$ cat config.mk
export PLATFORM = sky130hd
export DESIGN_NAME = txq_ant_split
export DESIGN_NICKNAME = d
export VERILOG_FILES = /design/src/common/txq_pkg.sv /design/src/logic/txq_ant_split.sv
export VERILOG_INCLUDE_DIRS = /design/src /design/src/common
export SDC_FILE = /design/constraint.sdc
export NUM_CORES = 1
export LEC_CHECK = 0
export BUFFER_PORTS_ARGS = -buffer_cell sky130_fd_sc_hd__buf_4
export CAP_MARGIN = 30
export CORE_AREA = 2 2 204 206
export CTS_BUF_LIST = sky130_fd_sc_hd__clkbuf_2
export DETAILED_ROUTE_END_ITERATION = 12
export DIE_AREA = 0 0 206 208
export PLACE_DENSITY = 0.47
export SLEW_MARGIN = 30
export SYNTH_ARGS = -nofsm -noshare
export SYNTH_HDL_FRONTEND = slang
export SYNTH_SLANG_ARGS = --single-unit
$ cat constraint.sdc
create_clock -name i_clk -period 20.5 [get_ports i_clk]
set_input_delay 3.075 -clock i_clk [delete_from_list [all_inputs] [get_ports i_clk]]
set_output_delay 3.075 -clock i_clk [all_outputs]
set_load 0.02 [all_outputs]
$ cat src/common/txq_macros.svh
/*
 * Transmit symbol queue constants
 * Sample widths, group sizes, symbol length and framing counts
 */
`ifndef TXQ_MACROS_SVH
`define TXQ_MACROS_SVH

// ------------------------------
// Sample and antenna layout
// ------------------------------
`define TXQ_SAMPLE_W   32
`define TXQ_LANES      4
`define TXQ_ANTS       8
`define TXQ_ANT_IDX_W  4
`define TXQ_TAG_W      8

// ------------------------------
// Symbol store and framing
// ------------------------------
`define TXQ_SYM_LEN    48
`define TXQ_ADDR_W     6
`define TXQ_RE_PER_RB  12
`define TXQ_RB_PER_SOP 4
`define TXQ_PRB_NUM    132
`define TXQ_PRB_W      9

`endif

$ cat src/common/txq_pkg.sv
/*
 * Transmit symbol queue types
 * Word, address, tag and index vectors plus the read scheduler states
 */
`include "txq_macros.svh"

package txq_pkg;

    // One input word, antenna a at bits [a*32 +: 32]
    typedef logic [`TXQ_ANTS*`TXQ_SAMPLE_W-1:0] ant_word_t;

    // One group word, lane k holds antenna 2k+g
    typedef logic [`TXQ_LANES*`TXQ_SAMPLE_W-1:0] grp_word_t;

    // Word address inside one slot
    typedef logic [`TXQ_ADDR_W-1:0] waddr_t;

    // Antenna number, wraps at 16
    typedef logic [`TXQ_ANT_IDX_W-1:0] ant_idx_t;

    // Lane tags, group in the upper nibble and antenna in the lower
    typedef logic [`TXQ_LANES*`TXQ_TAG_W-1:0] pkg_info_t;

    // Resource block index
    typedef logic [`TXQ_PRB_W-1:0] prb_idx_t;

    // Read scheduler
    typedef enum logic [1:0] {
        SCHED_IDLE,
        SCHED_GRP0,
        SCHED_GRP1
    } sched_state_t;

endpackage

$ cat src/logic/txq_ant_split.sv
/*
 * Antenna split
 * Accepts input words, splits them into even and odd antenna groups
 * and generates the write address and the symbol commit pulse
 */
module txq_ant_split (
    input  logic                i_clk,
    input  logic                i_reset,
    input  logic                i_rx_vld,
    input  txq_pkg::ant_word_t  i_rx_data,
    input  logic                i_ready,
    output logic                o_wr_en,
    output txq_pkg::waddr_t     o_wr_addr,
    output txq_pkg::grp_word_t  o_wr_even,
    output txq_pkg::grp_word_t  o_wr_odd,
    output logic                o_sym_commit
);
    `include "txq_macros.svh"
    import txq_pkg::*;

    logic   accept;
    logic   last_word;
    waddr_t word_cnt;

    assign accept    = i_rx_vld && i_ready;
    assign last_word = (word_cnt == waddr_t'(`TXQ_SYM_LEN - 1));

    // Fires with the acceptance of the final word
    assign o_sym_commit = accept && last_word;

    // Word position inside the current symbol
    always_ff @(posedge i_clk) begin
        if (i_reset) begin
            word_cnt <= '0;
        end else if (accept) begin
            if (last_word) begin
                word_cnt <= '0;
            end else begin
                word_cnt <= word_cnt + 1'b1;
            end
        end
    end

    always_ff @(posedge i_clk) begin
        if (i_reset) begin
            o_wr_en   <= 1'b0;
            o_wr_addr <= '0;
        end else begin
            o_wr_en <= accept;
            if (accept) begin
                o_wr_addr <= word_cnt;
            end
        end
    end

    // Even antennas to one group, odd antennas to the other
    always_ff @(posedge i_clk) begin
        if (accept) begin
            for (int k = 0; k < `TXQ_LANES; k++) begin
                o_wr_even[k*`TXQ_SAMPLE_W +: `TXQ_SAMPLE_W] <=
                    i_rx_data[(2*k)*`TXQ_SAMPLE_W +: `TXQ_SAMPLE_W];
                o_wr_odd[k*`TXQ_SAMPLE_W +: `TXQ_SAMPLE_W] <=
                    i_rx_data[(2*k+1)*`TXQ_SAMPLE_W +: `TXQ_SAMPLE_W];
            end
        end
    end

    a_wr_addr_range: assert property (
        @(posedge i_clk) disable iff (i_reset)
        o_wr_en |-> (o_wr_addr < `TXQ_SYM_LEN)
    );

endmodule

# Word level (Yosys, flattened, before mapping)
# Index checks and enable logic that the tools add are counted.
# op_classes
addsub	1
n_eq_ne	1
n_mux	1
n_reduce_logical	2
# op_table
cell	count
$add A6 B1 Y6 const B	1
$eq A6 B6 Y1 const B	1
$mux W6	1
$logic_and A1 B1 Y1	2
# word_totals
register_bits	269
inputBits	260
output_inout_bits	264
elab_cells	10

# Depth between registers and ports, before layout
# logic_depth
word_depth	2
mapped_depth	4
mapped_depth_nobuf	4

# Worst setup path before layout
# OpenSTA, ideal clock, no wires.
# synth_timing
kind	input -> register
start	in i_rx_vld
end	reg o_wr_even[0] (enable)
setup_time_ns	2.208
arrival_time_ns	7.911
required_ns	18.292
slack_ns	10.381
stages	2
path_buffers	0
cell_sequence	nand2_1 clkinv_1
# synth_via
elab_chain_len	1
# synth_lines
element	line	text
start, declared	txq_ant_split.sv:9	input logic i_rx_vld,
$logic_and A1 B1 Y1	txq_ant_split.sv:25	assign accept = i_rx_vld && i_ready;
net accept	txq_ant_split.sv:21	logic accept;
end signal, assigned by index	txq_ant_split.sv:60	o_wr_even[k*`TXQ_SAMPLE_W +: `TXQ_SAMPLE_W] <=
end, declared	txq_ant_split.sv:14	output txq_pkg::grp_word_t o_wr_even,
# The timed path passes the listed nets, and every way through them passes these cells.
# A chain may end at the register's enable or synchronous reset.

# Worst setup path after layout
# layout_timing
start	in i_rx_vld
end	out o_sym_commit
# layout_via
elab_chain_len	2
# layout_lines
element	line	text
$logic_and A1 B1 Y1	txq_ant_split.sv:25	
$logic_and A1 B1 Y1	txq_ant_split.sv:29	assign o_sym_commit = accept && last_word;
end, declared	txq_ant_split.sv:16	output logic o_sym_commit
# No other way between the ends.

==> impl_metrics.csv <==
group,metric,value,unit
yosys,netlist_instances,323,
sta,fmax,141,MHz
global_routing,track_usage,11.9,%
sta,skew,0.0152,ns
cts,clock_path_buffers,3,
worst_setup_path,rrSetupSlack,18.99,ns
cts,cts-resized-gates,0,
floorplan,ios,524,
placement,dp_hpwl,19800,um
final_layout,area_growth,65.4,%
yosys,ys_seq_area_share,96.7,%
yosys,synth-seq-cells,269,
final_layout,final_nets,1185,
yosys,synth_warnings,0,
floorplan,dieArea,42800,um^2
routing,drt_iter0_markers,257,
worst_setup_path,crit_chain,"buf_4 > nand2_1 > nor3_1 > buf_4",
sta,setup-tns-final,0,ns
worst_setup_path,r2r-start,"word_cnt[0]",
global_routing,grt_max_degree,114,
min_path,hold_class,"flip-flop to flip-flop",
sta,worst_hold_slack,0.468,ns
global_routing,grt_pass1_wl,36900,um
sta,min_period,7.11,ns
worst_setup_path,path_max_fanout,13,
routing,drt-total-wl,26700,um
worst_setup_path,max_stage_delay,0.35,ns
floorplan,die_h,208,um
sta,slew_viol_final,0,
cts,cts_sinks,269,
global_routing,grt_pass1_vias,5719,
yosys,ys_types,19,
cts,hold_buffers,0,
global_routing,overflow,0,
final_layout,drive_gt1_share,66.1,%
final_layout,layout_common_cells,"524 x buf_4, 256 x edfxtp_1, 106 x clkbuf_2",
worst_setup_path,cp_slowest_cell,"nor3_1",
sta,grt_setup_unrepaired,"no",
routing,drt_pre_antenna_iters,4,
cts,cts_buffers,76,
worst_setup_path,crit_start,"i_rx_vld",
worst_setup_path,required,17.43,ns
cts,cts_tree,"built",
final_layout,n_fill_cell,4043,
sta,setup_viol,0,
yosys,synth_area_per_cell,25.4,um^2
floorplan,placementRows,74,
yosys,synth_area,8220,um^2
min_path,hold_start,"o_wr_addr[1]",
routing,drt-vias-per-instance,3.63,
global_routing,grt_antenna_before_repair,6,
cts,post_cts_buffers,0,
worst_setup_path,cp-start-kind,"input port",
run,cap_violations,0,
cts,clk_pin_slew_worst_paths,0.10,ns
floorplan,dieWidth,206,um
sta,hold_viol,0,
floorplan,initial_core_util,20.3,%
cts,root_buffer,"clkbuf_2",
routing,wl_per_cell,17.6,um
routing,antenna_left,0,
sta,tightest_slew,0.941,ns
power,p_leak,5.65,nW
yosys,synth_nets,584,
worst_setup_path,cp.arrival,4.04,ns
routing,num_vias,5511,
outcome,status,"finished, final reports clean",
routing,drc,0,
worst_setup_path,worstSetupPathType,"input port to primary output",
cts,h-tree-depth,3,
worst_setup_path,crit_top_cell,"buf_4",
final_layout,layout_commonest_cell,"buf_4",
power,power_density,90.0,nW/um^2
cts,insertion_delay,0.89,ns
placement,globalplace.congestion,0.792,
power,ir_drop,0.0357,mV
floorplan,design.core.area,40600,um^2
sta,finalCritPeriodShare,34.7,%
sta,slew_headroom,37.3,%
worst_setup_path,cp-end-kind,"primary output",
placement,portBuffers,523,
-- metrics by stage --
step                      cells  util, %  area (um^2)  total power [mW]  setup WS [ns]
after floorplan             323        -         8220             0.721          10.38
after global placement     1378     31.6        12800             0.815          13.46
after detailed placement   1378     31.6        12800             0.817          13.39
after CTS                  1511     33.5        13600              1.25          13.39
after global routing       1514     33.5        13600              1.29          13.30
final                      1518     33.5        13600              1.22          13.39
-- registers in the layout, indices dropped and copies added, names as in the netlist --
name,cells
o_wr_addr,6
o_wr_even,128
o_wr_odd,128
word_cnt,6
o_wr_en,1
-- area by class of cell --
cell class | instances | area, um^2 | share of cell area [%]
clock inverter | 27 | 218 | 1.60
antenna | 7 | 17.5 | 0.129
tap | 532 | 666 | 4.90
clock buffer | 106 | 531 | 3.90
inverter | 4 | 22.5 | 0.166
timing repair buffer | 525 | 3950 | 29.0
sequential | 269 | 7950 | 58.5
multi-input combinational | 48 | 249 | 1.83
-- critical path: cells and delay by family --
kind / cells / cell delay, ns
and+or+nand+nor: 2 / 0.68
buffers and inverters: 2 / 0.29
-- worst paths after layout --
path,end,depth (start not counted)
hold / removal,o_wr_addr[1],2
hold reg to reg,o_wr_addr[1],2
setup reg to reg,word_cnt[4],4
setup / recovery,o_sym_commit,4
-- kinds of logic after synthesis --
group | Yosys count | synth area share [%]
AND/OR/NAND/NOR | 31 | 1.77
XOR/XNOR | 1 | 0.107
AO/OA/AOI/OAI | 15 | 1.00
flip-flops | 269 | 96.7
adder cells (fa/ha/maj) | 1 | 0.152
buffers and inverters | 6 | 0.274
-- power by group --
part	internal [mW]	switching [mW]	total, mW
Combinational	0.0711	0.0789	0.150
Sequential	0.641	0.00993	0.651
Clock	0.190	0.233	0.423
-- Yosys cell counts --
master	count	area, um^2
clkinv_1	1	3.75
a31oi_1	2	12.5
dfxtp_1	13	260
edfxtp_1	256	7690
xor2_1	1	8.76
clkbuf_1	2	7.51
nor2_1	3	11.3
ha_1	1	12.5
inv_1	3	11.3
or3_2	2	15.0
a21oi_1	9	45.0
nor3_1	1	5.00
o21ai_0	2	10.0
nand2b_1	1	6.26
o211ai_1	2	15.0
or4_1	1	7.51
nand3_1	4	20.0
nand4_2	1	12.5
nand2_1	18	67.6
-- layer usage --
layer | global-route usage (%) | share of wire [%]
met5 | 0 | 0.097
met4 | 4.80 | 2.3
met3 | 6.97 | 13
met2 | 19.7 | 50
met1 | 12.1 | 35
(Power assumes the default switching activity.)
