[src/common/txq_macros.svh]
/*
 * Transmit symbol queue constants
 * Sample widths, group sizes, symbol length and framing counts
 */
`ifndef TXQ_MACROS_SVH
`define TXQ_MACROS_SVH

// ------------------------------
// Sample and antenna layout
// ------------------------------
`define TXQ_SAMPLE_W   32
`define TXQ_LANES      4
`define TXQ_ANTS       8
`define TXQ_ANT_IDX_W  4
`define TXQ_TAG_W      8

// ------------------------------
// Symbol store and framing
// ------------------------------
`define TXQ_SYM_LEN    48
`define TXQ_ADDR_W     6
`define TXQ_RE_PER_RB  12
`define TXQ_RB_PER_SOP 4
`define TXQ_PRB_NUM    132
`define TXQ_PRB_W      9

`endif

[src/common/txq_pkg.sv]
/*
 * Transmit symbol queue types
 * Word, address, tag and index vectors plus the read scheduler states
 */
`include "txq_macros.svh"

package txq_pkg;

    // One input word, antenna a at bits [a*32 +: 32]
    typedef logic [`TXQ_ANTS*`TXQ_SAMPLE_W-1:0] ant_word_t;

    // One group word, lane k holds antenna 2k+g
    typedef logic [`TXQ_LANES*`TXQ_SAMPLE_W-1:0] grp_word_t;

    // Word address inside one slot
    typedef logic [`TXQ_ADDR_W-1:0] waddr_t;

    // Antenna number, wraps at 16
    typedef logic [`TXQ_ANT_IDX_W-1:0] ant_idx_t;

    // Lane tags, group in the upper nibble and antenna in the lower
    typedef logic [`TXQ_LANES*`TXQ_TAG_W-1:0] pkg_info_t;

    // Resource block index
    typedef logic [`TXQ_PRB_W-1:0] prb_idx_t;

    // Read scheduler
    typedef enum logic [1:0] {
        SCHED_IDLE,
        SCHED_GRP0,
        SCHED_GRP1
    } sched_state_t;

endpackage

[src/symbol_store/txq_read_sched.sv]
/*
 * Read scheduler
 * Replays each stored symbol as group 0 then group 1 words,
 * back to back when the next symbol is already complete
 */
module txq_read_sched (
    input  logic             i_clk,
    input  logic             i_reset,
    input  logic             i_sym_ready,
    output logic             o_rd_en,
    output logic             o_rd_grp,
    output txq_pkg::waddr_t  o_rd_addr,
    output logic             o_sym_free
);
    `include "txq_macros.svh"
    import txq_pkg::*;

    sched_state_t state;
    logic         last_addr;

    assign last_addr  = (o_rd_addr == waddr_t'(`TXQ_SYM_LEN - 1));
    assign o_rd_en    = (state != SCHED_IDLE);
    assign o_rd_grp   = (state == SCHED_GRP1);
    assign o_sym_free = (state == SCHED_GRP1) && last_addr;

    always_ff @(posedge i_clk) begin
        if (i_reset) begin
            state     <= SCHED_IDLE;
            o_rd_addr <= '0;
        end else begin
            case (state)
                SCHED_IDLE: begin
                    o_rd_addr <= '0;
                    if (i_sym_ready) begin
                        state <= SCHED_GRP0;
                    end
                end
                SCHED_GRP0: begin
                    if (last_addr) begin
                        o_rd_addr <= '0;
                        state     <= SCHED_GRP1;
                    end else begin
                        o_rd_addr <= o_rd_addr + 1'b1;
                    end
                end
                SCHED_GRP1: begin
                    if (last_addr) begin
                        // Straight into the next symbol if one is waiting
                        o_rd_addr <= '0;
                        state     <= i_sym_ready ? SCHED_GRP0 : SCHED_IDLE;
                    end else begin
                        o_rd_addr <= o_rd_addr + 1'b1;
                    end
                end
                default: begin
                    state     <= SCHED_IDLE;
                    o_rd_addr <= '0;
                end
            endcase
        end
    end

    a_rd_addr_range: assert property (
        @(posedge i_clk) disable iff (i_reset)
        o_rd_en |-> (o_rd_addr < `TXQ_SYM_LEN)
    );

endmodule

[config.mk]
export PLATFORM = sky130hd
export DESIGN_NAME = txq_read_sched
export DESIGN_NICKNAME = d
export VERILOG_FILES = /design/src/common/txq_pkg.sv /design/src/symbol_store/txq_read_sched.sv
export VERILOG_INCLUDE_DIRS = /design/src /design/src/common
export SDC_FILE = /design/constraint.sdc
export NUM_CORES = 1
export LEC_CHECK = 0
export BUFFER_PORTS_ARGS = -buffer_cell sky130_fd_sc_hd__buf_4
export CAP_MARGIN = 20
export CORE_AREA = 3 3 40 42
export DETAILED_ROUTE_END_ITERATION = 8
export DIE_AREA = 0 0 43 45
export PLACE_DENSITY = 0.53
export SYNTH_ARGS = -nofsm -noshare
export SYNTH_HDL_FRONTEND = slang
export SYNTH_SLANG_ARGS = --single-unit
[constraint.sdc]
create_clock -name i_clk -period 2.35 [get_ports i_clk]
set_input_delay 0.3525 -clock i_clk [delete_from_list [all_inputs] [get_ports i_clk]]
set_output_delay 0.3525 -clock i_clk [all_outputs]
set_load 0.02 [all_outputs]
Word level (Yosys, flattened, before mapping)
Cells that the tools add are included. W data, S select, Z words.

Output and inout port bits: 9. Input port bits: 3. Logic and storage cells: 21. Register bits: 8.

Bitwise gates (word level): 1. Muxes and demuxes: 5. Add/sub/neg operators: 1. Equal/unequal tests: 6. Reduce and logical (&&, ||, !) cells: 6.

Operators with widths (count): $add A6 B1 Y6 const B (1); $eq A6 B6 Y1 const B (1); $mux W2 (3); $pmux W2 S3 (1); $ne A2 B2 Y1 const B (2); $reduce_and A3 Y1 (1); $reduce_or A3 Y1 (1); $eq A2 B1 Y1 const B (1); $eq A2 B2 Y1 const B (1); $logic_not A2 Y1 (1); $ne A2 B1 Y1 const B (1); $reduce_bool A2 Y1 (1); $reduce_or A2 Y1 (1); $logic_and A1 B1 Y1 (1); $mux W1 (1); $not A1 Y1 (1).

Depth between registers and ports, before layout
Word-level depth: 4. Mapped depth: 5. Mapped depth without buffers: 5.

Worst setup path before layout
No wires, ideal clock.

Path type: reg2out. Start point: reg o_rd_addr[0]. End point: out o_sym_free. Slack: 0.456 ns. Data arrival time: 1.542 ns. Path buffers: 0. Data required time: 1.997 ns. Cell stages (with the launch flop): 5. Path through: dfxtp_1 -> ha_1 -> nand3_1 -> or3b_4 -> nor2_1.

Word-level cells in the longest chain between the ends: 2.

Ends and longest elaborated chain: start, declared (line txq_read_sched.sv:12) `output txq_pkg::waddr_t o_rd_addr,`; start signal, assigned (line txq_read_sched.sv:43) `o_rd_addr <= o_rd_addr + 1'b1;`; start signal, assigned (line txq_read_sched.sv:52) `o_rd_addr <= o_rd_addr + 1'b1;`; $eq A6 B6 Y1 (line txq_read_sched.sv:21) `` assign last_addr = (o_rd_addr == waddr_t'(`TXQ_SYM_LEN - 1)); ``; $logic_and A1 B1 Y1 (line txq_read_sched.sv:24) `assign o_sym_free = (state == SCHED_GRP1) && last_addr;`; end, declared (line txq_read_sched.sv:13) `output logic o_sym_free`.

No other way between the ends.

Worst setup path in the final report
Ends and elaborated chain as after synthesis.

==> metrics.txt <==
# TYPE chip_impl_metric gauge
chip_impl_metric{name="global_route.overflow_total",unit=""} 0
chip_impl_metric{name="hold_viol",unit=""} 0
chip_impl_metric{name="total_leakage_power",unit="nW"} 0.259
chip_impl_metric{name="cts_hold_repair.buffers",unit=""} 0
chip_impl_metric{name="min_path_cells",unit=""} 2
chip_impl_metric{name="power.density_cell_area",unit="nW/um2"} 908
chip_impl_metric{name="minimum_period_implied_by_the_final_worst_setup_slack",unit="ns"} 2.02
chip_impl_metric{name="routed_wirelength",unit="um"} 796
chip_impl_metric{name="max_slew.worst_pin.slew",unit="ns"} 0.230
chip_impl_metric{name="grt_pass1_vias",unit=""} 312
chip_impl_metric{name="initial_util",unit="%"} 34.2
chip_impl_metric{name="crit_required",unit="ns"} 2.00
chip_impl_metric{name="vdd.ir_drop.worst",unit="V"} 0.000353
chip_impl_metric{name="post_syn_instances",unit=""} 45
chip_impl_metric{name="avgViaCountPerCell",unit=""} 4.45
chip_impl_metric{name="placementRows",unit=""} 13
chip_impl_metric{name="synthDominantCellAreaShare",unit="%"} 36.5
chip_impl_info{name="timing_worst_setup_path_type",value="register to primary output"} 1
chip_impl_metric{name="clock_buffer_count_from_cts",unit=""} 3
chip_impl_metric{name="antenna_cells_inserted",unit=""} 0
chip_impl_metric{name="synth_area_per_cell",unit="um2"} 9.76
chip_impl_metric{name="syn_area",unit="um2"} 439
chip_impl_metric{name="synth-seq-cells",unit=""} 8
chip_impl_metric{name="cp_max_fo",unit=""} 5
chip_impl_metric{name="grt_max_degree",unit=""} 7
chip_impl_metric{name="cts_buffer_depth",unit=""} 2
chip_impl_metric{name="arrival",unit="ns"} 1.67
chip_impl_metric{name="setup_slack",unit="ns"} 0.332
chip_impl_metric{name="preCtsSetupSlack",unit="ns"} 0.554
chip_impl_metric{name="clock_tree.htree_level_count",unit=""} 1
chip_impl_info{name="cts_tree",value="yes"} 1
chip_impl_info{name="worstSetupEndpointType",value="primary output"} 1
chip_impl_info{name="rsz0062_at_grt",value="no"} 1
chip_impl_metric{name="num_vias",unit=""} 329
chip_impl_metric{name="chipHeight",unit="um"} 45
chip_impl_metric{name="grt_first_pass_wirelength",unit="um"} 1300
chip_impl_metric{name="clkTransAtPathRegs",unit="ns"} 0.06
chip_impl_metric{name="setup_repair_bufs_after_cts",unit=""} 0
chip_impl_metric{name="reg2regPathDepth",unit=""} 5
chip_impl_metric{name="fmax",unit="GHz"} 0.496
chip_impl_metric{name="post_cts_repair_resize_count",unit=""} 0
chip_impl_metric{name="design.final.nets",unit=""} 70
chip_impl_info{name="netlist.top_cell.by_area",value="sky130_fd_sc_hd__dfxtp_1"} 1
chip_impl_metric{name="grt_usage",unit="%"} 9.43
chip_impl_metric{name="antenna_found_initial",unit=""} 0
chip_impl_metric{name="setup_viol",unit=""} 0
chip_impl_metric{name="skew",unit="ns"} 0.00467
chip_impl_metric{name="hpwl",unit="um"} 673
chip_impl_metric{name="slew_viol_final",unit=""} 0
chip_impl_metric{name="number_of_buffers_inserted_by_port_buffering",unit=""} 11
chip_impl_metric{name="finalSetupTns",unit="ns"} 0
chip_impl_metric{name="design.core.area",unit="um2"} 1280
chip_impl_metric{name="post_synth_num_cell_types",unit=""} 18
chip_impl_metric{name="period_share",unit="%"} 85.9
chip_impl_metric{name="die-area",unit="um2"} 1940
chip_impl_metric{name="synth_seq_area_share",unit="%"} 36.5
chip_impl_metric{name="detail_route.first_pass.iterations",unit=""} 4
chip_impl_metric{name="numClockSinks",unit=""} 8
chip_impl_metric{name="ios",unit=""} 12
chip_impl_metric{name="chipWidth",unit="um"} 43
chip_impl_info{name="synth.area.top_cells",value="sky130_fd_sc_hd__dfxtp_1 (36%), sky130_fd_sc_hd__ha_1 (17%), sky130_fd_sc_hd__a2bb2oi_4 (6.0%)"} 1
chip_impl_metric{name="yosysWarningCount",unit=""} 0
chip_impl_metric{name="routed_wire_length_per_instance",unit="um"} 10.8
chip_impl_metric{name="final_layout_size_suffix_gt1_share",unit="%"} 28.8
chip_impl_metric{name="insertion_delay",unit="ns"} 0.25
chip_impl_metric{name="drc",unit=""} 0
chip_impl_metric{name="maxCapViolCount",unit=""} 0
chip_impl_metric{name="drtAntennaViolNets",unit=""} 0
chip_impl_info{name="hold_path_class",value="input pin to register"} 1
chip_impl_metric{name="worst_slew_margin_rel",unit="%"} 84.6
chip_impl_metric{name="area_growth_syn_to_layout",unit="%"} 28.2
chip_impl_info{name="root_buffer",value="sky130_fd_sc_hd__clkbuf_4"} 1
chip_impl_metric{name="synth.net_count",unit=""} 54
chip_impl_info{name="run_status",value="completed"} 1
chip_impl_metric{name="drt_first_iter_violations",unit=""} 1
chip_impl_metric{name="globalplace.congestion",unit=""} 0.643
chip_impl_info{name="worst_setup_path_start_kind",value="register"} 1
chip_impl_metric{name="fillerInstances",unit=""} 139
chip_impl_metric{name="final_util",unit="%"} 43.8
-- flip-flops by register name, indices dropped and copies added, names as in the netlist --
name       count
o_rd_addr      6
state          2
-- layer usage --
layer | vias up | routed length, um | track usage, %
met4 | 0 | 0 | 5.42
met1 | 146 | 377 | 11.4
met5 | - | 0 | 0
met2 | 8 | 361 | 13.5
li1 | 175 | - | -
met3 | 0 | 57 | 4.78
-- power breakdown --
group	switching, mW	internal (mW)	total (mW)
clock network	0.0451	0.0583	0.103
registers	0.0230	0.157	0.180
logic	0.119	0.109	0.228
total	0.187	0.324	0.512
-- final cells by class --
class	count	area, um2	share of cell area [%]
clock buffers	3	22.5	4.00
flip-flops and latches	8	160	28.4
repair buffers	11	82.6	14.7
inverters	5	18.8	3.33
well taps	15	18.8	3.33
multi-input cells	32	260	46.2
-- cells by family (layout without fill, tap and decap cells) --
| logic type | after synthesis | after routing | share of synthesized area (%) |
|---|---|---|---|
| simple gates | 18 | 18 | 22.2 |
| flops | 8 | 8 | 36.5 |
| fa+ha+maj | 6 | 6 | 17.1 |
| buf+inv | 5 | 19 | 4.27 |
| xor+xnor | 4 | 4 | 7.98 |
| compound gates | 2 | 2 | 7.12 |
| mux | 2 | 2 | 4.84 |
-- cells in the final DEF (no fill, tap or decap) --
master | netlist | final
sky130_fd_sc_hd__buf_4 | 0 | 11
sky130_fd_sc_hd__and3_1 | 1 | 1
sky130_fd_sc_hd__dfxtp_1 | 8 | 8
sky130_fd_sc_hd__nand3b_1 | 1 | 1
sky130_fd_sc_hd__nor3b_1 | 1 | 1
sky130_fd_sc_hd__or3b_4 | 1 | 1
sky130_fd_sc_hd__a21oi_1 | 1 | 1
sky130_fd_sc_hd__xnor2_1 | 1 | 1
sky130_fd_sc_hd__mux2_1 | 1 | 1
sky130_fd_sc_hd__nand2b_1 | 2 | 2
sky130_fd_sc_hd__clkbuf_4 | 0 | 3
sky130_fd_sc_hd__nand3_1 | 3 | 3
sky130_fd_sc_hd__nor3_1 | 1 | 1
sky130_fd_sc_hd__inv_1 | 5 | 5
sky130_fd_sc_hd__ha_1 | 6 | 6
sky130_fd_sc_hd__nor2_1 | 7 | 7
sky130_fd_sc_hd__mux2i_1 | 1 | 1
sky130_fd_sc_hd__a2bb2oi_4 | 1 | 1
sky130_fd_sc_hd__xor2_1 | 3 | 3
sky130_fd_sc_hd__or2_2 | 1 | 1
-- worst max-delay path, stage by stage, from the launching register on --
cell and delay, ns:
sky130_fd_sc_hd__dfxtp_1 0.40, sky130_fd_sc_hd__ha_1 0.22, sky130_fd_sc_hd__nand3_1 0.12, sky130_fd_sc_hd__or3b_4 0.44, sky130_fd_sc_hd__nor2_1 0.10, sky130_fd_sc_hd__buf_4 0.14
-- path summary, 6_finish.rpt --
check / slack [ns] / startpoint / to
max reg2reg: 0.55 / o_rd_addr[0]$_SDFF_PP0_ / state[0]$_SDFFE_PP0P_
min reg2reg: 0.48 / o_rd_addr[0]$_SDFF_PP0_ / o_rd_addr[0]$_SDFF_PP0_
max: 0.33 / o_rd_addr[0]$_SDFF_PP0_ / o_sym_free
min: 0.30 / i_reset / o_rd_addr[2]$_SDFF_PP0_
-- cell usage after synthesis (all sizes together) --
| cell type | count |
|---|---|
| a21oi | 1 |
| a2bb2oi | 1 |
| and3 | 1 |
| dfxtp | 8 |
| ha | 6 |
| inv | 5 |
| mux2 | 1 |
| mux2i | 1 |
| nand2b | 2 |
| nand3 | 3 |
| nand3b | 1 |
| nor2 | 7 |
| nor3 | 1 |
| nor3b | 1 |
| or2 | 1 |
| or3b | 1 |
| xnor2 | 1 |
| xor2 | 3 |
-- through the flow --
stage	total power, mW	instance area [um2]	hold slack [ns]	instances
2_1_floorplan	0.346	439	0.429	45
3_3_place_gp	0.415	541	0.457	71
3_5_place_dp	0.417	541	0.465	71
4_1_cts	0.527	563	0.290	74
5_1_grt	0.556	563	0.302	74
6_report	0.512	563	0.302	74
(Power assumes the default switching activity.)
