<file path="config.mk">
export PLATFORM = sky130hd
export DESIGN_NAME = txq_re_framer
export DESIGN_NICKNAME = d
export VERILOG_FILES = /design/src/common/txq_pkg.sv /design/src/logic/txq_re_framer.sv
export VERILOG_INCLUDE_DIRS = /design/src /design/src/common
export SDC_FILE = /design/constraint.sdc
export NUM_CORES = 1
export LEC_CHECK = 0
export ABC_CLOCK_PERIOD_IN_PS = 1750
export BUFFER_PORTS_ARGS = -buffer_cell sky130_fd_sc_hd__buf_2
export CORE_AREA = 2 2 119 121
export DETAILED_ROUTE_END_ITERATION = 16
export DIE_AREA = 0 0 121 123
export HOLD_SLACK_MARGIN = 0.08
export PLACE_DENSITY = 0.72
export SETUP_SLACK_MARGIN = 0.15
export SYNTH_ARGS = -nofsm -noshare
export SYNTH_HDL_FRONTEND = slang
export SYNTH_SLANG_ARGS = --single-unit
</file>
<file path="constraint.sdc">
create_clock -name i_clk -period 1.75 [get_ports i_clk]
set_clock_uncertainty 0.2 [all_clocks]
set_input_delay 0.175 -clock i_clk [delete_from_list [all_inputs] [get_ports i_clk]]
set_output_delay 0.175 -clock i_clk [all_outputs]
set_load 0.01 [all_outputs]
</file>
<file path="src/common/txq_macros.svh">
/*
 * Transmit symbol queue constants
 * Sample widths, group sizes, symbol length and framing counts
 */
`ifndef TXQ_MACROS_SVH
`define TXQ_MACROS_SVH

// ------------------------------
// Sample and antenna layout
// ------------------------------
`define TXQ_SAMPLE_W   32
`define TXQ_LANES      4
`define TXQ_ANTS       8
`define TXQ_ANT_IDX_W  4
`define TXQ_TAG_W      8

// ------------------------------
// Symbol store and framing
// ------------------------------
`define TXQ_SYM_LEN    48
`define TXQ_ADDR_W     6
`define TXQ_RE_PER_RB  12
`define TXQ_RB_PER_SOP 4
`define TXQ_PRB_NUM    132
`define TXQ_PRB_W      9

`endif

</file>
<file path="src/common/txq_pkg.sv">
/*
 * Transmit symbol queue types
 * Word, address, tag and index vectors plus the read scheduler states
 */
`include "txq_macros.svh"

package txq_pkg;

    // One input word, antenna a at bits [a*32 +: 32]
    typedef logic [`TXQ_ANTS*`TXQ_SAMPLE_W-1:0] ant_word_t;

    // One group word, lane k holds antenna 2k+g
    typedef logic [`TXQ_LANES*`TXQ_SAMPLE_W-1:0] grp_word_t;

    // Word address inside one slot
    typedef logic [`TXQ_ADDR_W-1:0] waddr_t;

    // Antenna number, wraps at 16
    typedef logic [`TXQ_ANT_IDX_W-1:0] ant_idx_t;

    // Lane tags, group in the upper nibble and antenna in the lower
    typedef logic [`TXQ_LANES*`TXQ_TAG_W-1:0] pkg_info_t;

    // Resource block index
    typedef logic [`TXQ_PRB_W-1:0] prb_idx_t;

    // Read scheduler
    typedef enum logic [1:0] {
        SCHED_IDLE,
        SCHED_GRP0,
        SCHED_GRP1
    } sched_state_t;

endpackage

</file>
<file path="src/logic/txq_re_framer.sv">
/*
 * Resource block framer
 * Registers output words, tags each lane with its antenna and group,
 * and marks block ends, sop blocks and the PRB index
 */
module txq_re_framer (
    input  logic                i_clk,
    input  logic                i_reset,
    input  logic                i_rd_vld,
    input  logic                i_rd_grp,
    input  txq_pkg::grp_word_t  i_rd_data,
    input  txq_pkg::ant_idx_t   i_ant0_idx,
    output txq_pkg::grp_word_t  o_tx_data,
    output logic                o_tx_vld,
    output logic                o_tx_sop,
    output logic                o_tx_eop,
    output txq_pkg::prb_idx_t   o_prb_idx,
    output txq_pkg::pkg_info_t  o_pkg_info
);
    `include "txq_macros.svh"
    import txq_pkg::*;

    logic [3:0] re_cnt;
    logic [1:0] rb_cnt;

    // ------------------------------
    // Data and lane tags
    // ------------------------------
    always_ff @(posedge i_clk) begin
        ant_idx_t ant;
        o_tx_data <= i_rd_data;
        for (int k = 0; k < `TXQ_LANES; k++) begin
            ant = i_ant0_idx + ant_idx_t'(2*k) + ant_idx_t'(i_rd_grp);
            o_pkg_info[k*`TXQ_TAG_W +: `TXQ_TAG_W] <= {3'b000, i_rd_grp, ant};
        end
    end

    always_ff @(posedge i_clk) begin
        if (i_reset) begin
            o_tx_vld <= 1'b0;
        end else begin
            o_tx_vld <= i_rd_vld;
        end
    end

    // ------------------------------
    // Block framing
    // ------------------------------
    // Counters hold the position of the word now on o_tx_data
    assign o_tx_eop = o_tx_vld && (re_cnt == 4'(`TXQ_RE_PER_RB - 1));
    assign o_tx_sop = o_tx_vld && (re_cnt == 4'd0) && (rb_cnt == 2'd0);

    always_ff @(posedge i_clk) begin
        if (i_reset) begin
            re_cnt    <= '0;
            rb_cnt    <= '0;
            o_prb_idx <= '0;
        end else if (o_tx_vld) begin
            if (o_tx_eop) begin
                re_cnt <= '0;
                if (rb_cnt == 2'(`TXQ_RB_PER_SOP - 1)) begin
                    rb_cnt <= '0;
                end else begin
                    rb_cnt <= rb_cnt + 1'b1;
                end
                if (o_prb_idx == prb_idx_t'(`TXQ_PRB_NUM - 1)) begin
                    o_prb_idx <= '0;
                end else begin
                    o_prb_idx <= o_prb_idx + 1'b1;
                end
            end else begin
                re_cnt <= re_cnt + 1'b1;
            end
        end
    end

endmodule

</file>
Word-level counts from Yosys, hierarchy flattened
Index checks and enable logic that the tools add are counted.
- register bits after elaboration: 164
- bits in latches: 0
- memory bits (writable): 0
- ROM bits: 0
- logic and storage cells: 28
- memories: 0
- add/subtract/negate cells: 10
- multipliers: 0
- div/mod/pow operators: 0
- order comparisons: 0
- eq/ne operators: 3
- shift-type cells: 0
- multiplexer cells: 3
- bitwise logic cells: 0
- reduce and logical (&&, ||, !) cells: 6
- operator list (cell ; count):
    4-bit by 1-bit adder with 4-bit output ; 4
    9-bit by 1-bit adder with 9-bit output (second input constant) ; 1
    9-bit by 8-bit == test with 1-bit output (second input constant) ; 1
    9-bit two-way mux ; 1
    4-bit by 3-bit adder with 4-bit output (second input constant) ; 2
    4-bit by 1-bit adder with 4-bit output (second input constant) ; 1
    4-bit by 2-bit adder with 4-bit output (second input constant) ; 1
    4-bit == test (second input constant) ; 1
    4-bit zero test ; 1
    4-bit two-way mux ; 1
    1-bit logical AND ; 3
    2-bit by 1-bit adder with 2-bit output (second input constant) ; 1
    2-bit == test (second input constant) ; 1
    2-bit zero test ; 1
    2-bit two-way mux ; 1
    2-bit AND reduction ; 1

Depth between registers and ports, before layout
Gate-level depths: netlist (run 1).
- depth after elaboration: 3
- depth in mapped cells: 6

Worst setup path before layout (run 1)
OpenSTA, ideal clock, no wires.
- path type: reg-to-reg
- from: register re_cnt[0]
- to: register o_prb_idx[5]
- arrival: 1.409 ns
- required time: 1.484 ns
- slack: 0.075 ns
- cell stages (with the launch flop): 6
- period minus slack after synthesis: 1.675 ns
- cells stage by stage: dfxtp_1 -> ha_1 -> nand4b_4 -> buf_6 -> or4_4 -> a21oi_2
- longest elaborated chain between the ends: 3
- ends and longest elaborated chain (element ; line ; source):
    from (decl) ; txq_re_framer.sv:23 ; logic [3:0] re_cnt;
    from (signal assigned) ; txq_re_framer.sv:72 ; re_cnt <= re_cnt + 1'b1;
    4-bit == test ; txq_re_framer.sv:50 ; assign o_tx_eop = o_tx_vld && (re_cnt == 4'(`TXQ_RE_PER_RB - 1));
    1-bit logical AND ; txq_re_framer.sv:50 ;
    2-bit AND reduction (no source line) ; - ;
    to (signal assigned) ; txq_re_framer.sv:69 ; o_prb_idx <= o_prb_idx + 1'b1;
    to (decl) ; txq_re_framer.sv:17 ; output txq_pkg::prb_idx_t o_prb_idx,
Every way passes these cells.
A chain may end at the register's enable or synchronous reset.

Worst setup path after layout (run 1)
- from: register re_cnt[1]
- to: output port o_tx_sop
- longest elaborated chain between the ends: 3
- ends and longest elaborated chain (element ; line ; source):
    4-bit zero test ; txq_re_framer.sv:51 ; assign o_tx_sop = o_tx_vld && (re_cnt == 4'd0) && (rb_cnt == 2'd0);
    1-bit logical AND (2 in series) ; txq_re_framer.sv:51 ;
    to (decl) ; txq_re_framer.sv:15 ; output logic o_tx_sop,
Every way passes these cells.

==> out/results.txt, run 1 <==
number of H-tree levels: 4
RSZ-0062 raised after global routing: yes
Syn Inst Count: 273
Final Core Density: 56.9%
RePlAce Congestion: 0.767
num rows: 43
Critical Path RT: 1.37 ns
aggregate global routing overflow: 0
Hold Startpoint: i_rd_data[37]
CTS tree: yes
worst hold path cell count: 2
slowest CP cell: dfxtp_4
clock buffer depth: 2
Starting Density: 28.9%
Worst path max stage delay: 0.35 ns
CTS Root Cell: clkbuf_16
Yosys cell types: 29
final worst path period need: 1.71 ns
Reg clk slew, reported paths: 0.07 ns
length of the first detailed-routing pass in iterations: 4
sequential power share: 45.9%
worst reg2reg setup slack: 0.04 ns
P_sw: 0.00201 W
Yosys top cell area share: 79.5%
reg-to-reg endpoint: o_prb_idx[6]
multi-input gate area in the final layout: 706 um^2
initial antenna violation count: 0
nets: 874
vias per cell: 4.04
Placed Instances: 744
DIE AREA: 0.0149 mm^2
VDD IR max: 738 uV
internal power: 0.00627 W
Metal-1 WL: 5030 um
CP Cell Sequence: buf_6, inv_4, ha_4, nand4b_1, nor2_1, buf_2
sequential share of the synthesized area: 79.5%
Design Area, Final: 0.00775 mm^2
number of enable flip-flop cells after synthesis: 0
Sw Share: 24.3%
Final Hold Fails: 0
PortBufs: 295
Primary FF master, synth: dfxtp_1
P&R area growth vs syn: 97.1%
DRC: 0
post-place setup slack: 0.0122 ns
final setup fails: 0
Fmax achieved: 583 MHz
antenna cells: 0
register area: 0.00314 mm^2
Antenna Nets Post-Route: 0
Comb pwr share: 9.9%
io pins: 308
metal3 WL: 1020 um
total number of vias: 3728
Post-Layout Cell Count: 922
fin worst setup slack: 0.0356 ns
Critical R2R Launch: o_prb_idx[2]
Worst setup SP type: flip-flop
wire per inst: 15.5 um
Crit Path Category: reg -> out
first-pass GRT wire length: 20100 um
crit path capture type: output pin
Static Leak: 3.75 nW
highest routed layer: met4
Avg Cell Area, Syn: 14.4 um^2
crit-path max FO: 2
CORE AREA: 0.0136 mm^2
Cell Area, Synth: 0.00393 mm^2
#FFs+latches synth: 156
HPWL after DPL: 8670 um
clock share of power: 44.1%
pin count of the biggest net entering global routing: 17
Post-synth ARST share: 0%
Worst Hold Class: in -> reg
CTS Sinks: 156
Post-synth top cells: dfxtp_1, buf_4, inv_1
Worst Hold Path EP: o_tx_data[37]
DP Area: 0.00557 mm^2
number of fill cells: 1094
WL met2: 7930 um
Die W: 121 um
CTS Buf Count: 17
most numerous cell in the Yosys netlist: dfxtp_1
status: finished clean
Routed WL: 14300 um
layout cells sized above 1: 50.9%
DRT iter0 DRCs: 125
Clock Latency Late Sink: 0.41 ns
Ys Warns: 0
reg2reg path depth: 4
Synth area leaders: dfxtp_1, buf_4, ha_1
crit path DAT: 1.34 ns
max-cap violations: 0
number of global-route vias before repair: 3896
area leader, netlist: dfxtp_1
power density cells: 1070 mW/mm^2
Final Max Slew Viols: 0
gr usage total: 18.2%
Tcrit/Tclk final: 98.0%
Die Height: 123 um
==> cell usage in the layout (no fill, tap or decap), drive strengths merged <==
| cell type | netlist | layout |
|---|---|---|
| a21oi | 13 | 13 |
| buf | 22 | 315 |
| bufinv | 0 | 1 |
| clkbuf | 3 | 18 |
| clkinv | 0 | 8 |
| conb | 1 | 12 |
| dfxtp | 156 | 156 |
| dlygate4sd3 | 0 | 136 |
| ha | 9 | 9 |
| inv | 14 | 19 |
| mux2i | 1 | 1 |
| nand2 | 8 | 8 |
| nand2b | 1 | 1 |
| nand3 | 5 | 5 |
| nand4 | 3 | 3 |
| nand4b | 2 | 2 |
| nand4bb | 1 | 1 |
| nor2 | 2 | 2 |
| nor2b | 1 | 1 |
| nor3 | 3 | 3 |
| o211ai | 2 | 2 |
| o21ai | 4 | 4 |
| o31ai | 5 | 5 |
| or3 | 4 | 4 |
| or4 | 5 | 5 |
| xnor2 | 5 | 5 |
| xor2 | 3 | 3 |
==> metrics by stage <==
| stage | hold slack [ns] | power (W) | TNS (ns) |
|---|---|---|---|
| final | 0.186 | 0.00827 | 0 |
| after global routing | 0.177 | 0.00857 | -0.0423 |
| after CTS | 0.160 | 0.00831 | -0.00441 |
| after detailed placement | 0.0786 | 0.00442 | 0 |
| after global placement | 0.0771 | 0.00441 | 0 |
| after floorplan | 0.00272 | 0.00408 | 0 |
==> cell families after synthesis <==
| family | synth area share, % |
|---|---|
| simple gates | 5.57 |
| xor+xnor | 1.78 |
| fa+ha+maj | 2.87 |
| flops | 79.5 |
| other cells | 0.0954 |
| mux | 0.255 |
| buf+inv | 6.02 |
| compound gates | 3.95 |
==> worst max-delay path, delay by kind of cell (launching register included) <==
family	cells	cell delay [ns]
DFF	1	0.35
buffers and inverters	3	0.29
adders and majority gates	1	0.11
and+or+nand+nor	2	0.17
==> repair_timing <==
item / in CTS / in global routing
hold buffers: 136 / 0
resized for setup: 25 / 16
setup endpoints to repair: 12 / 11
gates cloned: 0 / 1
hold endpoints to repair: 150 / 0
pin swaps: 4 / 11
setup buffers: 5 / 4
==> registers in the layout (all words and copies together) (netlist names) <==
register / flops
re_cnt: 4
o_prb_idx: 9
o_tx_data: 128
rb_cnt: 2
o_pkg_info: 12
o_tx_vld: 1
==> worst max path at each step <==
stage | start | endpoint | slack (ns)
6_report | re_cnt[1] | o_tx_sop | 0.04
3_3_place_gp | re_cnt[0] | o_prb_idx[8] | 0.05
5_1_grt | re_cnt[1] | o_tx_sop | -0.03
2_1_floorplan | re_cnt[1] | o_prb_idx[5] | 0.12
3_5_place_dp | re_cnt[0] | o_prb_idx[6] | 0.01
4_1_cts | re_cnt[1] | o_tx_sop | -0.003
==> power groups by stage <==
| stage | combinational [W] | clock (W) | sequential (W) |
|---|---|---|---|
| 2_1_floorplan | 0.000108 | 0 | 0.00397 |
| 6_report | 0.000820 | 0.00365 | 0.00380 |
| 3_3_place_gp | 0.000539 | 0 | 0.00387 |
| 5_1_grt | 0.000873 | 0.00388 | 0.00381 |
| 3_5_place_dp | 0.000547 | 0 | 0.00387 |
| 4_1_cts | 0.000796 | 0.00372 | 0.00380 |
==> layer usage <==
| metal | GRT usage (%) | vias to the layer above |
|---|---|---|
| li1 | - | 1772 |
| met1 | 18.3 | 1772 |
| met2 | 33.7 | 161 |
| met3 | 6.87 | 23 |
| met4 | 7.19 | 0 |
| met5 | 0 | - |
==> cell type report <==
type,count,area share [%]
Timing Repair Buffer,451,39.0
Inverter,14,0.775
Clock buffer,18,5.67
Clock inverter,14,2.00
Sequential cell,156,40.5
Tap cell,180,2.91
Multi-Input combinational cell,89,9.11
No activity file was read; power rests on OpenSTA's default activity.
==> run 2: changes to the inputs <==
--- a/config.mk
+++ b/config.mk
@@ -9,9 +9,10 @@
 export ABC_CLOCK_PERIOD_IN_PS = 1750
 export BUFFER_PORTS_ARGS = -buffer_cell sky130_fd_sc_hd__buf_2
-export CORE_AREA = 2 2 119 121
+export CELL_PAD_IN_SITES_DETAIL_PLACEMENT = 1
+export CELL_PAD_IN_SITES_GLOBAL_PLACEMENT = 2
+export CORE_UTILIZATION = 20
 export DETAILED_ROUTE_END_ITERATION = 16
-export DIE_AREA = 0 0 121 123
 export HOLD_SLACK_MARGIN = 0.08
-export PLACE_DENSITY = 0.72
+export PLACE_DENSITY = 0.83
 export SETUP_SLACK_MARGIN = 0.15
 export SYNTH_ARGS = -nofsm -noshare
--- a/constraint.sdc
+++ b/constraint.sdc
@@ -3,3 +3,3 @@
 set_input_delay 0.175 -clock i_clk [delete_from_list [all_inputs] [get_ports i_clk]]
 set_output_delay 0.175 -clock i_clk [all_outputs]
-set_load 0.01 [all_outputs]
+set_load 0.02 [all_outputs]
==> out/results.txt, run 2 (synthesis gave the netlist of run 1 again) <==
Critical Path RT: 1.90 ns (+0.53 ns)
Largest register FFs: 128 (unchanged)
layout cells sized above 1: 51.1% (+0.13 points)
fin worst setup slack: -0.0631 ns (-0.0986 ns)
Reg clk slew, reported paths: 0.07 ns (about the same)
gr usage total: 16.0% (-2.2 points)
Worst Hold Class: in -> reg
reg2reg path depth: 6 (+2)
nets: 874 (unchanged)
Crit path depth: 6 (unchanged)
power density cells: 1090 mW/mm^2 (+2.2%)
Regs by FF count: o_tx_data: 128 flops, o_pkg_info: 12 flops, o_prb_idx: 9 flops
crit path DAT: 1.96 ns (+0.62 ns)
register area: 0.00314 mm^2 (about the same)
worst path bufs/invs: 2 (-1)
crit-path max FO: 5 (+3)
most frequent cells in the layout: buf_2, dfxtp_1, dlygate4sd3_1
number of H-tree levels: 4 (unchanged)
Final Hold Fails: 0 (unchanged)
P&R area growth vs syn: 102%
Routed WL: 16300 um (+14%)
status: complete, but fails checks
setup tns final: -0.162 ns (-0.162 ns)
worst reg2reg setup slack: -0.06 ns (-0.10 ns)
CTS Buf Count: 17 (unchanged)
Static Leak: 3.78 nW (+0.57%)
WHS: 0.191 ns (+0.00543 ns)
DRC: 0 (unchanged)
wire per inst: 16.2 um (+4.9%)
VDD IR max: 589 uV (-20%)
Clock Latency Late Sink: 0.41 ns (about the same)
Top delay family on crit path: simple AND/OR/NAND/NOR gates
RSZ-0062 raised after global routing: yes
pin count of the biggest net entering global routing: 17 (unchanged)
Power Total: 0.00865 W (+4.5%)
Starting Density: 20.7% (-8.1 points)
PortBufs: 295 (unchanged)
Placed Instances: 823 (+11%)
DP Area: 0.00567 mm^2 (+1.8%)
Final Max Slew Viols: 0 (unchanged)
final setup fails: 4 (+4)
vias per cell: 3.74 (-7.4%)
failing checks: setup timing
Antenna Nets Post-Route: 0 (unchanged)
first-pass GRT wire length: 23500 um (+17%)
Worst setup SP type: flip-flop
Critical R2R Launch: re_cnt[1]
CORE AREA: 0.0190 mm^2 (+39%)
io pins: 308 (unchanged)
DIE AREA: 0.0202 mm^2 (+36%)
Post-Layout Cell Count: 1003 (+8.8%)
Die Height: 142 um (+16%)
Fmax achieved: 552 MHz (-5.4%)
DRT iter0 DRCs: 86 (-31%)
Worst path max stage delay: 0.51 ns (+0.16 ns)
multi-input gate area in the final layout: 706 um^2 (unchanged)
initial antenna violation count: 0 (unchanged)
worst hold path cell count: 2 (unchanged)
HPWL after DPL: 9640 um (+11%)
CTS tree: yes
clock buffer depth: 2 (unchanged)
reg-to-reg endpoint: o_prb_idx[8]
Die W: 142 um (+18%)
max-cap violations: 0 (unchanged)
Design Area, Final: 0.00793 mm^2 (+2.3%)
number of global-route vias before repair: 4160 (+6.8%)
total number of vias: 3755 (+0.72%)
Worst Hold Path EP: o_tx_data[15]
slowest CP cell: or4_4
Crit Path Category: reg -> reg
aggregate global routing overflow: 0 (unchanged)
CTS Root Cell: clkbuf_16
final worst path period need: 1.81 ns (+0.0986 ns)
crit path capture type: flip-flop
Biggest register: o_tx_data
CP Cell Sequence: ha_4, nand4b_4, buf_6, buf_8, or4_4, a21oi_2
CTS Sinks: 156 (unchanged)
length of the first detailed-routing pass in iterations: 3 (-1)
RePlAce Congestion: 0.727 (-5.2%)
num rows: 50 (+16%)
Tcrit/Tclk final: 104% (+5.6 points)
Hold Startpoint: i_rd_data[15]
number of fill cells: 2118 (+94%)
leading cell type in the layout, fill and taps excluded: buf_2
[run 2: where the power goes]
| part | total (W) | internal (W) | leakage (nW) | switching, W |
|---|---|---|---|---|
| Sequential | 0.00381 | 0.00374 | 1.31 | 0.0000672 |
| Combinational | 0.00101 | 0.000477 | 2.16 | 0.000530 |
| Clock | 0.00383 | 0.00220 | 0.305 | 0.00163 |
| Total | 0.00865 | 0.00642 | 3.78 | 0.00223 |
[run 2: worst max path at each step]
stage,from,endpoint,slack (ns)
after floorplan,o_prb_idx[8],o_prb_idx[2],0.09
after global placement,o_prb_idx[8],o_prb_idx[6],0.03
after detailed placement,o_prb_idx[8],o_prb_idx[2],-0.005
after CTS,re_cnt[1],o_tx_sop,-0.09
after global routing,re_cnt[1],o_prb_idx[8],-0.14
final,re_cnt[1],o_prb_idx[8],-0.06
[run 2: repair_timing]
item,CTS,global route
gates resized for setup,23,24
pin swaps,11,10
gates cloned,1,0
endpoints found under the hold margin,149,0
endpoints found under the setup margin,12,12
hold buffers,136,0
buffers inserted,10,0
[run 2: stage by stage]
stage,util (%),setup slack (ns)
detailed placement,29.9,-0.00539
CTS,41.3,-0.0915
global placement,29.9,0.0304
finish,41.8,-0.0631
global route,41.8,-0.137
floorplan,-,0.0944
[run 2: layout make-up]
type,count,area share [%]
sequential,156,39.6
clock inverter,14,2.18
inverter,14,0.821
clock buffer,18,5.54
timing repair buffer,451,38.8
antenna,1,0.0316
multi-input combinational,89,8.90
tap,260,4.10
[run 2: per-layer routing]
layer | track usage [%] | routed length, um | vias up
met1 | 15.4 | 5680 | 1789
met3 | 4.88 | 884 | 29
met4 | 7.64 | 374 | 0
li1 | - | - | 1770
met5 | 0 | 0 | -
met2 | 30.6 | 9330 | 167
